$ cat src/hw/alu_consts.svh
/* Width and saturation constants for the polar ALU.
   Include wherever a datapath, lane or clamp size is needed. */
`ifndef ALU_CONSTS_SVH
`define ALU_CONSTS_SVH

// ------------------------------------------------------------
// Datapath
// ------------------------------------------------------------

// Scalar word width
`define ALU_XLEN 32

// ------------------------------------------------------------
// Polar SIMD lanes
// ------------------------------------------------------------

// Signed lane width
`define ALU_LANE_W 8

// Lanes per word
`define ALU_LANES (`ALU_XLEN / `ALU_LANE_W)

// Symmetric clamp, so -128 never leaves a saturating op
`define ALU_SAT_MAX 127

`endif
$ cat src/hw/polar_lane_pkg.sv
/* Lane types for the polar SIMD extension.
   A word is read either as one scalar or as four signed lanes. */
`include "alu_consts.svh"

package polar_lane_pkg;

    // One signed polar lane
    typedef logic signed [`ALU_LANE_W-1:0] lane_t;

    // ------------------------------------------------------------
    // Word views
    // ------------------------------------------------------------

    // The integer unit reads scalar, the polar unit reads lanes.
    // Lane 0 sits in bits 7:0
    typedef union packed {
        logic [`ALU_XLEN-1:0]     scalar;
        lane_t [`ALU_LANES-1:0]   lanes;
    } alu_word_u;

endpackage

$ cat src/hw/alu_op_pkg.sv
/* Operator encodings and the issued request record of the ALU.
   Shared by the issue stage, both processing units and writeback. */
package alu_op_pkg;

    import polar_lane_pkg::*;

    // ------------------------------------------------------------
    // Operators
    // ------------------------------------------------------------

    typedef enum logic [4:0] {
        // Adder and logic
        ADD       = 5'd0,
        SUB       = 5'd1,
        AND_L     = 5'd2,
        OR_L      = 5'd3,
        XOR_L     = 5'd4,
        // Set less than
        SLTS      = 5'd5,
        SLTU      = 5'd6,
        // Branch resolution
        EQ        = 5'd7,
        NE        = 5'd8,
        LTS       = 5'd9,
        LTU       = 5'd10,
        GES       = 5'd11,
        GEU       = 5'd12,
        // Polar lane ops
        PL_F      = 5'd13,
        PL_R      = 5'd14,
        PL_ADDSAT = 5'd15,
        PL_SUBSAT = 5'd16,
        PL_EVAL   = 5'd17,
        PL_DECODE = 5'd18
    } alu_op_e;

    // Unit that owns the result
    typedef enum logic {
        INT_UNIT   = 1'b0,
        POLAR_UNIT = 1'b1
    } unit_sel_e;

    // Request as seen by the processing units
    typedef struct packed {
        logic      valid;
        alu_op_e   op;
        unit_sel_e unit;
        alu_word_u operand_a;
        alu_word_u operand_b;
    } alu_req_t;

endpackage

$ cat src/hw/polar_alu_top.sv
/* Two-stage integer and polar SIMD ALU.
   A strobed operation returns its result and branch bit two cycles later. */
`timescale 1ns/1ps
`include "alu_consts.svh"

module polar_alu_top
    import alu_op_pkg::*;
    import polar_lane_pkg::*;
(
    input  logic                 clk_i,
    input  logic                 rst_i,
    input  logic                 valid_i,
    input  alu_op_e              op_i,
    input  logic [`ALU_XLEN-1:0] operand_a_i,
    input  logic [`ALU_XLEN-1:0] operand_b_i,
    output logic                 valid_o,
    output logic [`ALU_XLEN-1:0] result_o,
    output logic                 branch_o
);

    alu_req_t             issue_req;
    logic [`ALU_XLEN-1:0] int_result;
    logic [`ALU_XLEN-1:0] polar_result;
    logic                 int_branch;

    // Stage 1
    alu_issue_stage u_issue (
        .clk_i       (clk_i),
        .rst_i       (rst_i),
        .valid_i     (valid_i),
        .op_i        (op_i),
        .operand_a_i (operand_a_i),
        .operand_b_i (operand_b_i),
        .req_o       (issue_req)
    );

    // Both units see every request and zero out foreign ops
    int_datapath u_int (
        .req_i    (issue_req),
        .result_o (int_result),
        .branch_o (int_branch)
    );

    polar_simd_unit u_polar (
        .req_i    (issue_req),
        .result_o (polar_result)
    );

    // Stage 2
    alu_writeback_stage u_wb (
        .clk_i          (clk_i),
        .rst_i          (rst_i),
        .valid_i        (issue_req.valid),
        .unit_i         (issue_req.unit),
        .int_result_i   (int_result),
        .polar_result_i (polar_result),
        .int_branch_i   (int_branch),
        .valid_o        (valid_o),
        .result_o       (result_o),
        .branch_o       (branch_o)
    );

endmodule

$ cat src/hw/alu_writeback_stage.sv
/* Output register of the ALU pipeline.
   Picks the result of the owning unit and holds it until the next strobe. */
`timescale 1ns/1ps
`include "alu_consts.svh"

module alu_writeback_stage
    import alu_op_pkg::*;
    import polar_lane_pkg::*;
(
    input  logic                 clk_i,
    input  logic                 rst_i,
    input  logic                 valid_i,
    input  unit_sel_e            unit_i,
    input  logic [`ALU_XLEN-1:0] int_result_i,
    input  logic [`ALU_XLEN-1:0] polar_result_i,
    input  logic                 int_branch_i,
    output logic                 valid_o,
    output logic [`ALU_XLEN-1:0] result_o,
    output logic                 branch_o
);

    logic [`ALU_XLEN-1:0] result_d;

    assign result_d = (unit_i == POLAR_UNIT) ? polar_result_i : int_result_i;

    always_ff @(posedge clk_i) begin
        if (rst_i) begin
            valid_o  <= 1'b0;
            result_o <= '0;
            branch_o <= 1'b0;
        end else begin
            valid_o <= valid_i;
            // Outputs hold between strobes
            if (valid_i) begin
                result_o <= result_d;
                branch_o <= int_branch_i;
            end
        end
    end

    // Unit tag from issue must agree with the decode of both units
    a_foreign_zero: assert property (@(posedge clk_i) disable iff (rst_i)
        valid_i |-> ((unit_i == POLAR_UNIT) ? (int_result_i == '0)
                                            : (polar_result_i == '0)));

endmodule

$ cat src/hw/polar_simd_unit.sv
/* Four-lane polar-code unit for successive-cancellation decoding steps.
   Combinational; works on the lane view of the issued operands. */
`timescale 1ns/1ps
`include "alu_consts.svh"

module polar_simd_unit
    import alu_op_pkg::*;
    import polar_lane_pkg::*;
(
    input  alu_req_t             req_i,
    output logic [`ALU_XLEN-1:0] result_o
);

    lane_t     b_ctl;
    logic      r_kill;
    logic      dec_pass;
    alu_word_u f_word;
    alu_word_u r_word;
    alu_word_u add_word;
    alu_word_u sub_word;
    alu_word_u eval_word;
    alu_word_u dec_word;

    // Clamp a 9-bit lane result to the symmetric range
    function automatic lane_t sat_lane(input logic signed [`ALU_LANE_W:0] value);
        lane_t clamped;
        if (value > `ALU_SAT_MAX) begin
            clamped = lane_t'(`ALU_SAT_MAX);
        end else if (value < -`ALU_SAT_MAX) begin
            clamped = lane_t'(-`ALU_SAT_MAX);
        end else begin
            clamped = value[`ALU_LANE_W-1:0];
        end
        return clamped;
    endfunction

    // Lane 0 of operand b doubles as a control byte for R and DECODE
    assign b_ctl    = req_i.operand_b.lanes[0];
    assign r_kill   = (b_ctl == lane_t'(1));
    assign dec_pass = (b_ctl == lane_t'(0));

    // ------------------------------------------------------------
    // Per-lane datapath
    // ------------------------------------------------------------

    for (genvar i = 0; i < `ALU_LANES; i++) begin : g_lane
        lane_t                        a;
        lane_t                        b;
        logic [`ALU_LANE_W-1:0]       abs_a;
        logic [`ALU_LANE_W-1:0]       abs_b;
        logic [`ALU_LANE_W-1:0]       mag;
        logic                         sign;
        logic signed [`ALU_LANE_W:0]  sum;
        logic signed [`ALU_LANE_W:0]  diff;

        assign a = req_i.operand_a.lanes[i];
        assign b = req_i.operand_b.lanes[i];

        // f: min-sum check node, sign product times smaller magnitude
        assign abs_a = a[`ALU_LANE_W-1] ? -a : a;
        assign abs_b = b[`ALU_LANE_W-1] ? -b : b;
        assign sign  = a[`ALU_LANE_W-1] ^ b[`ALU_LANE_W-1];
        assign mag   = (abs_a > abs_b) ? abs_b : abs_a;
        assign f_word.lanes[i] = sign ? -mag : mag;

        // r: hard decision on the sign
        assign r_word.lanes[i] = r_kill ? '0 : {{(`ALU_LANE_W-1){1'b0}}, a[`ALU_LANE_W-1]};

        // Saturating add and sub keep one guard bit
        assign sum  = a + b;
        assign diff = a - b;
        assign add_word.lanes[i] = sat_lane(sum);
        assign sub_word.lanes[i] = sat_lane(diff);

        assign eval_word.lanes[i] = (a == lane_t'(1)) ? '1 : '0;
        assign dec_word.lanes[i]  = dec_pass ? a : '0;
    end

    always_comb begin
        case (req_i.op)
            PL_F:      result_o = f_word.scalar;
            PL_R:      result_o = r_word.scalar;
            PL_ADDSAT: result_o = add_word.scalar;
            PL_SUBSAT: result_o = sub_word.scalar;
            PL_EVAL:   result_o = eval_word.scalar;
            PL_DECODE: result_o = dec_word.scalar;
            default:   result_o = '0;
        endcase
    end

endmodule

$ cat src/hw/int_datapath.sv
/* Integer half of the execute stage: adder, logic ops, compare and branch resolve.
   Purely combinational, fed by the issued request. */
`timescale 1ns/1ps
`include "alu_consts.svh"

module int_datapath
    import alu_op_pkg::*;
    import polar_lane_pkg::*;
(
    input  alu_req_t             req_i,
    output logic [`ALU_XLEN-1:0] result_o,
    output logic                 branch_o
);

    logic [`ALU_XLEN-1:0] op_a;
    logic [`ALU_XLEN-1:0] op_b;
    logic                 negate_b;
    logic [`ALU_XLEN:0]   adder_in_a;
    logic [`ALU_XLEN:0]   adder_in_b;
    logic [`ALU_XLEN:0]   adder_sum;
    logic [`ALU_XLEN-1:0] adder_result;
    logic                 zero_flag;
    logic                 signed_cmp;
    logic                 less;

    assign op_a = req_i.operand_a.scalar;
    assign op_b = req_i.operand_b.scalar;

    // ------------------------------------------------------------
    // Shared adder
    // ------------------------------------------------------------

    assign negate_b = (req_i.op == SUB) || (req_i.op == EQ) || (req_i.op == NE);

    // Extra LSB on both inputs supplies the +1 of two's complement
    assign adder_in_a   = {op_a, 1'b1};
    assign adder_in_b   = {op_b, 1'b0} ^ {(`ALU_XLEN+1){negate_b}};
    assign adder_sum    = adder_in_a + adder_in_b;
    assign adder_result = adder_sum[`ALU_XLEN:1];
    assign zero_flag    = ~|adder_result;

    // ------------------------------------------------------------
    // Shared comparator
    // ------------------------------------------------------------

    assign signed_cmp = (req_i.op == SLTS) || (req_i.op == LTS) || (req_i.op == GES);

    // One extra bit turns both forms into a signed compare
    assign less = $signed({signed_cmp & op_a[`ALU_XLEN-1], op_a})
                < $signed({signed_cmp & op_b[`ALU_XLEN-1], op_b});

    always_comb begin
        result_o = '0;
        case (req_i.op)
            ADD, SUB:   result_o = adder_result;
            AND_L:      result_o = op_a & op_b;
            OR_L:       result_o = op_a | op_b;
            XOR_L:      result_o = op_a ^ op_b;
            SLTS, SLTU: result_o = {{(`ALU_XLEN-1){1'b0}}, less};
            default:    result_o = '0;
        endcase
    end

    // Taken by default for anything that is not a branch
    always_comb begin
        case (req_i.op)
            EQ:       branch_o = zero_flag;
            NE:       branch_o = ~zero_flag;
            LTS, LTU: branch_o = less;
            GES, GEU: branch_o = ~less;
            default:  branch_o = 1'b1;
        endcase
    end

endmodule

$ cat src/hw/alu_issue_stage.sv
/* Input register of the ALU pipeline.
   Captures each strobed operation and tags it with the unit that executes it. */
`timescale 1ns/1ps
`include "alu_consts.svh"

module alu_issue_stage
    import alu_op_pkg::*;
    import polar_lane_pkg::*;
(
    input  logic                 clk_i,
    input  logic                 rst_i,
    input  logic                 valid_i,
    input  alu_op_e              op_i,
    input  logic [`ALU_XLEN-1:0] operand_a_i,
    input  logic [`ALU_XLEN-1:0] operand_b_i,
    output alu_req_t             req_o
);

    unit_sel_e unit_d;

    // Polar ops run on the lane unit, everything else on the integer unit
    always_comb begin
        case (op_i)
            PL_F, PL_R, PL_ADDSAT, PL_SUBSAT, PL_EVAL, PL_DECODE: unit_d = POLAR_UNIT;
            default: unit_d = INT_UNIT;
        endcase
    end

    always_ff @(posedge clk_i) begin
        if (rst_i) begin
            req_o.valid <= 1'b0;
        end else begin
            req_o.valid <= valid_i;
        end
        // Payload only moves on a strobe
        if (valid_i) begin
            req_o.op               <= op_i;
            req_o.unit             <= unit_d;
            req_o.operand_a.scalar <= operand_a_i;
            req_o.operand_b.scalar <= operand_b_i;
        end
    end

    // Encodings 19..31 are unused
    a_legal_op: assert property (@(posedge clk_i) disable iff (rst_i)
        valid_i |-> op_i inside {[ADD:PL_DECODE]});

endmodule

$ cat config.mk
export PLATFORM = sky130hd
export DESIGN_NAME = polar_alu_top
export DESIGN_NICKNAME = d
export VERILOG_FILES = /design/src/hw/polar_lane_pkg.sv /design/src/hw/alu_op_pkg.sv /design/src/hw/polar_alu_top.sv /design/src/hw/alu_writeback_stage.sv /design/src/hw/polar_simd_unit.sv /design/src/hw/int_datapath.sv /design/src/hw/alu_issue_stage.sv
export VERILOG_INCLUDE_DIRS = /design/src /design/src/hw
export SDC_FILE = /design/constraint.sdc
export NUM_CORES = 1
export LEC_CHECK = 0
export BUFFER_PORTS_ARGS = -buffer_cell sky130_fd_sc_hd__buf_4
export CORE_MARGIN = 1.5
export CORE_UTILIZATION = 35
export DETAILED_ROUTE_END_ITERATION = 7
export HOLD_SLACK_MARGIN = 0.06
export PLACE_DENSITY = 0.61
export SLEW_MARGIN = 20
export SYNTH_ARGS = -nofsm -noshare
export SYNTH_HDL_FRONTEND = slang
export SYNTH_SLANG_ARGS = --single-unit
$ cat constraint.sdc
create_clock -name clk_i -period 11.8 [get_ports clk_i]
set_input_delay 1.18 -clock clk_i [delete_from_list [all_inputs] [get_ports clk_i]]
set_output_delay 1.18 -clock clk_i [all_outputs]
set_load 0.02 [all_outputs]
==> metrics.md, run 1 <==
| Metric | Value |
|---|---|
| Worst path bufs/invs | `2` |
| Vias | `13.9k` |
| Final WL | `53500 um` |
| # IOs | `106` |
| Sequential Power Share | `25.6%` |
| Int Power | `982 uW` |
| NetSw | `865 uW` |
| Skew-Pair Late Insertion Delay | `410 ps` |
| DP HPWL | `41100 um` |
| Post-Syn Area | `14000 sq um` |
| Main combinational cell family by area after synthesis | `compound AO/OA/AOI/OAI gates` |
| Cell Pwr Density | `118 nW/um^2` |
| Lkg Pwr | `6.45 nW` |
| Hold slack | `485 ps` |
| Routability-driven placement congestion ratio | `0.970` |
| RSZ-0062 raised after global routing | `no` |
| Logic pwr share | `57.1%` |
| All-Layer GR Usage | `25.9%` |
| Core area | `39500 sq um` |
| Initial antenna violation count | `1` |
| Peak Freq | `172 MHz` |
| CP peak stage delay | `650 ps` |
| Grt total ovfl | `0` |
| Synth Area in Adders | `17.3%` |
| Post-CTS setup buffer count | `0` |
| Area grow syn2layout | `11.7%` |
| Number of hold buffers added after CTS | `0` |
| Max-cap violation count | `0` |
| Initial core utilization | `35.4%` |
| Hold Path Class | `flop to flop` |
| Layout cells sized above 1 | `9.87%` |
| Post-synthesis mux area share | `2.42%` |
| Number of DRC markers in iteration 0 | `1296` |
| CP top delay family | `simple AND/OR/NAND/NOR gates` |
| Required time worst endpoint | `12120 ps` |
| Post-synthesis sequential area ratio | `20.0%` |
| Vias in the first global route | `13.3k` |
| Layout Nets | `2059` |
| Post-synth EDFFs | `70` |
| CTS clk-pin slew, worst paths | `80 ps` |
| Outcome | `finished clean` |
| Die height | `203 um` |
| Post-layout power | `1.85 mW` |
| Post-synthesis cell count | `1744` |
| Worst EP arrival | `6140 ps` |
| PortBufs | `105` |
| Sw frac | `46.8%` |
| Slowest CP cell | `edfxtp_1` |
| Seq cells post-synth | `105` |
| Hold violation total from the final report | `0` |
| Clock share of power | `17.2%` |
| Most common cell after layout, fill and taps aside | `ha_1` |
| Yosys warnings | `0` |
| Full die area | `41200 sq um` |
| Synth Area in Compound Gates | `27.7%` |
| Most used DFF post-synth | `edfxtp_1` |
| Critical Path End Type | `flop` |
| # H-tree levels | `3` |
| DR DRC count | `0` |
| Std-Cell Rows | `73` |
| Mean area per synthesized cell | `8.02 sq um` |
| Measured slew at the worst slew-check pin | `1150 ps` |
| Die Width | `203 um` |
| Minimum clock period | `5820 ps` |
| Final Max Slew Viols | `0` |
| First-pass iteration count of the detailed router | `6` |
| TNS Setup | `0 ps` |
| Crit-path cells | `nand4b_1 -> o31a_1 -> nor2_4 -> buf_16 -> xnor2_1 -> ha_1 -> inv_1 -> or3_4 -> o22ai_4 -> nor2_2 -> or4_1 -> nor4_1 -> nand4b_1 -> or4_1 -> nor4_2 -> nand3b_1 -> a311oi_2` |
| CTS tree | `built` |
| N_diodes | `0` |
| Clock sinks | `105` |
| Layout Skew | `14.9 ps` |
| Critical Path Start Type | `flop` |
| Xor-xnor portion of the synthesized cell area | `10.3%` |
| Drt via density | `5.98` |
| Wire per inst | `23.0 um` |
| Worst vdd ir | `0.0797 mV` |
| Simple-Gate Fraction of Synth Area | `16.5%` |
| Commonest non-fill, non-tap cells in the layout | `ha_1, nor2_1, xnor2_1` |
| Syn Nets | `2004` |
| Fin crit share | `49.3%` |
| Register area | `2800 sq um` |
| Setup Crit Path Kind | `flop to flop` |
| Synth unique cells | `80` |
| Cts repair resizes | `0` |
| Async S/R FF share, synth | `0%` |
| Normalized max-slew margin | `22.8%` |
| Total CTS buffers | `9` |
| Crit-path max FO | `16` |
| ANT nets after route | `0` |
| Largest net degree at the start of global routing | `72` |
| Setup violators final | `0` |
| Fill cells | `4089` |
| CTS max path bufs | `2` |
| Global-route wire length before repair | `81400 um` |
| Clock root cell | `clkbuf_16` |
| Area occupied by multi-input gates | `10400 sq um` |
-- power groups by stage --
stage	Sequential [mW]	Combinational [mW]	Clock, mW
after floorplan	0.458	0.750	0
after global placement	0.481	1.02	0
after detailed placement	0.481	1.03	0
after CTS	0.473	1.03	0.326
after global routing	0.477	1.15	0.339
final	0.474	1.06	0.318
-- final cells by class --
cell class	instances	share of cell area [%]
well taps	525	4.21
clock inverters	6	0.248
inverters	132	3.17
clock buffers	10	1.60
flip-flops and latches	105	17.9
repair buffers	124	6.09
multi-input cells	1427	66.7
-- logic make-up after synthesis --
logic type	count (synthesis)
compound gates	570
xor+xnor	165
fa+ha+maj	188
buf+inv	212
flops	105
mux	33
simple gates	471
-- metal layers --
metal / track usage, % / routed length (um) / share of wire (%) / vias to the layer above
met1: 35.2 / 24300 / 45 / 6696
met5: 0 / 0 / 0 / -
met4: 11.3 / 2110 / 3.9 / 0
met2: 41.1 / 24000 / 45 / 566
li1: - / - / - / 6563
met3: 3.19 / 3100 / 5.8 / 110
-- metrics by stage --
step | setup slack, ps | utilization, % | area [sq um] | std cells
detailed placement | 5870 | 38.7 | 15300 | 2312
global placement | 6090 | 38.7 | 15300 | 2312
floorplan | 7210 | - | 14000 | 1744
CTS | 5850 | 39.4 | 15600 | 2328
finish | 5980 | 39.5 | 15600 | 2329
global route | 5730 | 39.5 | 15600 | 2329
-- registers in the layout, summed over array words and instances, names as in the netlist --
| register | count |
|---|---|
| u_issue.req_o | 71 |
| u_wb.branch_o | 1 |
| u_wb.result_o | 32 |
| u_wb.valid_o | 1 |
-- Yosys cell counts, types with 17 or more instances --
cell	count	area [sq um]
ha_1	180	2250
nor2_1	138	518
xnor2_1	135	1180
a21oi_1	132	661
inv_1	132	495
o21ai_0	123	616
nand2_1	120	450
clkbuf_1	71	267
edfxtp_1	70	2100
nor3_1	38	190
a21o_1	36	270
dfxtp_1	35	701
a22oi_1	30	225
xor2_1	30	263
mux2i_1	27	270
nand3_1	27	135
o31ai_1	25	188
a211oi_1	23	173
nor4_1	23	144
o221ai_1	22	193
nand2b_1	20	125
o21a_1	19	143
o21bai_1	17	128
-- tightest hold or removal path, delay by kind of cell (launching register included) --
| family | cells | cell delay (ps) |
|---|---|---|
| flip-flops | 1 | 320 |
| AND/OR/NAND/NOR | 2 | 130 |
-- path summary, 6_finish.rpt --
check / from / end / slack, ps / cells past startpoint
worst max register to register: u_issue.req_o[66]$_DFFE_PP_ / u_wb.branch_o$_SDFFE_PP0P_ / 5980 / 17
worst min register to register: u_wb.result_o[31]$_SDFFE_PP0P_ / u_wb.result_o[31]$_SDFFE_PP0P_ / 480 / 2
worst min-delay path: u_wb.result_o[31]$_SDFFE_PP0P_ / u_wb.result_o[31]$_SDFFE_PP0P_ / 480 / 2
worst max-delay path: u_issue.req_o[66]$_DFFE_PP_ / u_wb.branch_o$_SDFFE_PP0P_ / 5980 / 17
(Power assumes the default switching activity.)
==> run 2: changes to the inputs <==
--- a/config.mk
+++ b/config.mk
@@ -6,6 +6,7 @@
 export SDC_FILE = /design/constraint.sdc
 export NUM_CORES = 1
 export LEC_CHECK = 0
+export ABC_AREA = 1
 export BUFFER_PORTS_ARGS = -buffer_cell sky130_fd_sc_hd__buf_4
 export CORE_MARGIN = 1.5
 export CORE_UTILIZATION = 35
==> constraint.sdc (replaced) <==
create_clock -name clk_i -period 5.9 [get_ports clk_i]
set_input_delay 0.59 -clock clk_i [delete_from_list [all_inputs] [get_ports clk_i]]
set_output_delay 0.59 -clock clk_i [all_outputs]
set_load 0.02 [all_outputs]
==> metrics.md, run 2 <==
| Metric | Value |
|---|---|
| Grt total ovfl | `0 (unchanged)` |
| Async S/R FF share, synth | `0% (unchanged)` |
| Die height | `208 um (was 203 um)` |
| Total CTS buffers | `9 (unchanged)` |
| Worst r2r dst | `u_wb.branch_o$_SDFFE_PP0P_ (unchanged)` |
| Skew-Pair Late Insertion Delay | `410 ps (about the same)` |
| First-pass iteration count of the detailed router | `6 (unchanged)` |
| Setup ws final | `1440 ps (was 5980 ps)` |
| Worst EP arrival | `4780 ps (was 6140 ps)` |
| Wire per inst | `20.7 um (was 23.0 um)` |
| # IOs | `106 (unchanged)` |
| Hold Path Class | `input pin to flop (was flop to flop)` |
| Area grow syn2layout | `10.9% (was 11.7%)` |
| Post-synthesis cell count | `2274 (was 1744)` |
| Setup violators final | `0 (unchanged)` |
| Top flop regs | `u_issue.req_o (71), u_wb.result_o (32) (unchanged)` |
| R2r worst-path depth | `25 (was 17)` |
| RSZ-0062 raised after global routing | `no (unchanged)` |
| ANT nets after route | `0 (unchanged)` |
| Placed insts | `2861 (was 2312)` |
| Synth unique cells | `55 (was 80)` |
| Initial antenna violation count | `0 (was 1)` |
| DR DRC count | `0 (unchanged)` |
| Normalized max-slew margin | `33.1% (was 22.8%)` |
| Std-Cell Rows | `74 (was 73)` |
| Met3 wire length | `3870 um (was 3100 um)` |
| Die Width | `208 um (was 203 um)` |
| Critical R2R Launch | `u_issue.req_o[65]$_DFFE_PP_ (was u_issue.req_o[66]$_DFFE_PP_)` |
| Minimum clock period | `4460 ps (was 5820 ps)` |
| Post-CTS setup buffer count | `0 (unchanged)` |
| # H-tree levels | `3 (unchanged)` |
| Post-synth EDFFs | `70 (unchanged)` |
| Initial core utilization | `35.7% (was 35.4%)` |
| Required time worst endpoint | `6220 ps (was 12120 ps)` |
| Commonest non-fill, non-tap cells in the layout | `nand2_1, inv_1, a21oi_1 (was ha_1, nor2_1, xnor2_1)` |
| Commonest cells in the netlist | `nand2_1, inv_1, a21oi_1, ha_1, nand3_1 (was ha_1, nor2_1, xnor2_1, a21oi_1, inv_1)` |
| Most used DFF post-synth | `edfxtp_1 (unchanged)` |
| All-Layer GR Usage | `27.5% (was 25.9%)` |
| Finished Layout Cells | `2877 (was 2329)` |
| TNS Setup | `0 ps (unchanged)` |
| Peak Freq | `224 MHz (was 172 MHz)` |
| Final Max Slew Viols | `0 (unchanged)` |
| Layout Nets | `2600 (was 2059)` |
| Global-route wire length before repair | `91700 um (was 81400 um)` |
| Number of DRC markers in iteration 0 | `1516 (was 1296)` |
| Post-synthesis sequential area ratio | `19.1% (was 20.0%)` |
| Critical Path End Type | `flop (unchanged)` |
| M1 WL | `27400 um (was 24300 um)` |
| PortBufs | `105 (unchanged)` |
| Biggest register | `u_issue.req_o (unchanged)` |
| Crit-path max FO | `35 (was 16)` |
| Syn Nets | `2534 (was 2004)` |
| Reg2reg setup slack | `1440 ps (was 5980 ps)` |
| Largest net degree at the start of global routing | `72 (unchanged)` |
| Cts repair resizes | `0 (unchanged)` |
| Largest register FFs | `71 (unchanged)` |
| Lkg Pwr | `8.02 nW (was 6.45 nW)` |
| Measured slew at the worst slew-check pin | `1000 ps (was 1150 ps)` |
| Core area | `41100 sq um (was 39500 sq um)` |
| Number of hold buffers added after CTS | `0 (unchanged)` |
| Yosys top cell by area | `ha_1 (unchanged)` |
| Worst Min Path Start | `operand_b_i[13] (was u_wb.result_o[31]$_SDFFE_PP0P_)` |
| Fill cells | `4548 (was 4089)` |
| Fin crit share | `75.6% (was 49.3%)` |
| Cell Pwr Density | `234 nW/um^2 (was 118 nW/um^2)` |
| Setup Crit Path Kind | `flop to flop (unchanged)` |
| Layout Skew | `15.1 ps (was 14.9 ps)` |
| N_diodes | `0 (unchanged)` |
| CTS max path bufs | `2 (unchanged)` |
| Routed length on met2 | `26400 um (was 24000 um)` |
| Post-Syn Area | `14700 sq um (was 14000 sq um)` |
| Top sig layer | `met4 (unchanged)` |
| CTS clk-pin slew, worst paths | `80 ps (about the same)` |
| Synth top area cells | `ha_1, edfxtp_1, nand2_1, inv_1, xor2_1 (was ha_1, edfxtp_1, xnor2_1, dfxtp_1, a21oi_1)` |
| Worst vdd ir | `0.174 mV (was 0.0797 mV)` |
| Layout cells sized above 1 | `8.14% (was 9.87%)` |
| CTS tree | `built (unchanged)` |
| Hold violation total from the final report | `0 (unchanged)` |
| Seq cells post-synth | `105 (unchanged)` |
| Hold endpoint | `u_issue.req_o[13]$_DFFE_PP_ (was u_wb.result_o[31]$_SDFFE_PP0P_)` |
| DP HPWL | `46800 um (was 41100 um)` |
| Clock sinks | `105 (unchanged)` |
| Full die area | `43200 sq um (was 41200 sq um)` |
| Final WL | `59600 um (was 53500 um)` |
| Max-cap violation count | `0 (unchanged)` |
| Setup WS pre-CTS | `1480 ps (was 5870 ps)` |
| Routability-driven placement congestion ratio | `0.989 (was 0.970)` |
| Most common cell after layout, fill and taps aside | `nand2_1 (was ha_1)` |
| Vias in the first global route | `15.4k (was 13.3k)` |
| WHS Path Cells | `1 (was 2)` |
| Drt via density | `5.55 (was 5.98)` |
| Yosys warnings | `0 (unchanged)` |
| Vias | `16.0k (was 13.9k)` |
| Clock root cell | `clkbuf_16 (unchanged)` |
| Mean area per synthesized cell | `6.46 sq um (was 8.02 sq um)` |
| Most common cell in the netlist | `nand2_1 (was ha_1)` |
| Critical Path Start Type | `flop (unchanged)` |
| Outcome | `finished clean (unchanged)` |
| Post-synth top area share | `15.3% (was 16.1%)` |
[run 2: cell types whose count changed after synthesis, sizes merged, moves of 21 or more]
cell and change:
a211oi -22, a21o -29, a21oi +59, a22oi -24
clkbuf -34, inv +194, mux2i -27, nand2 +434
nand3 +143, o21ai +59, o221ai -21, o31ai -21
xnor2 -128, xor2 +85
[run 2: metrics by stage]
step,hold WS (ps),util [%],total power [mW],area [sq um]
after detailed placement,526,38.9,3.11,16000
after global placement,508,38.9,3.11,16000
after global routing,333,39.6,4.11,16300
after floorplan,594,-,2.46,14700
after CTS,327,39.6,3.78,16300
final,348,39.6,3.80,16300
[run 2: worst max-delay path by stage]
| stage | from | to | slack, ps |
|---|---|---|---|
| final | u_issue.req_o[65]$_DFFE_PP_ | u_wb.branch_o$_SDFFE_PP0P_ | 1440 |
| after global routing | u_issue.req_o[65]$_DFFE_PP_ | u_wb.branch_o$_SDFFE_PP0P_ | 1090 |
| after CTS | u_issue.req_o[65]$_DFFE_PP_ | u_wb.branch_o$_SDFFE_PP0P_ | 1460 |
| after detailed placement | u_issue.req_o[65]$_DFFE_PP_ | u_wb.branch_o$_SDFFE_PP0P_ | 1480 |
| after global placement | u_issue.req_o[65]$_DFFE_PP_ | u_wb.branch_o$_SDFFE_PP0P_ | 1380 |
| after floorplan | u_issue.req_o[66]$_DFFE_PP_ | u_wb.branch_o$_SDFFE_PP0P_ | 2470 |
[run 2: report_power, final]
| part | switching (mW) | internal [mW] | leakage [nW] |
|---|---|---|---|
| sequential | 0.106 | 0.846 | 0.973 |
| combinational | 1.50 | 0.704 | 6.90 |
| clock | 0.333 | 0.319 | 0.147 |
[run 2: logic make-up (layout without fill, tap and decap cells)]
kind of cell / count (synthesis) / after routing / synth area share [%]
fa+ha+maj: 188 / 188 / 16.4
simple gates: 993 / 993 / 29.1
compound gates: 477 / 477 / 18.0
xor+xnor: 122 / 122 / 7.33
flops: 105 / 105 / 19.1
buf+inv: 389 / 460 / 10.1
[run 2: metal layers]
layer / vias up / global-route usage (%)
li1: 7717 / -
met1: 7546 / 37.8
met2: 592 / 43.7
met3: 107 / 3.48
met4: 0 / 10.7
met5: - / 0
[run 2: cell type report]
| type | count | area [sq um] | area share (%) |
|---|---|---|---|
| multi-input cells | 1780 | 10400 | 64.0 |
| clock buffers | 11 | 254 | 1.56 |
| inverters | 330 | 1240 | 7.61 |
| well taps | 532 | 666 | 4.09 |
| clock inverters | 5 | 46.3 | 0.284 |
| flip-flops and latches | 105 | 2800 | 17.2 |
| repair buffers | 114 | 856 | 5.26 |
[run 2: critical path, stage by stage (launching register included)]
cell and delay [ps]:
edfxtp_1 530, nand2_1 120, inv_1 50, nand3_2 120, nand3_4 530, xor2_1 340
ha_1 420, nand2_1 110, nor2_1 240, inv_1 60, o21ai_0 290, inv_1 130
nand2_1 180, nand2_1 130, nand2_1 160, nand2_1 110, nand3_1 100, nand2_1 100
nor2_1 90, nand2_1 50, nor2_1 200, nand2_1 70, nand2_1 60, nand3_1 60
nand2_1 60, inv_1 30
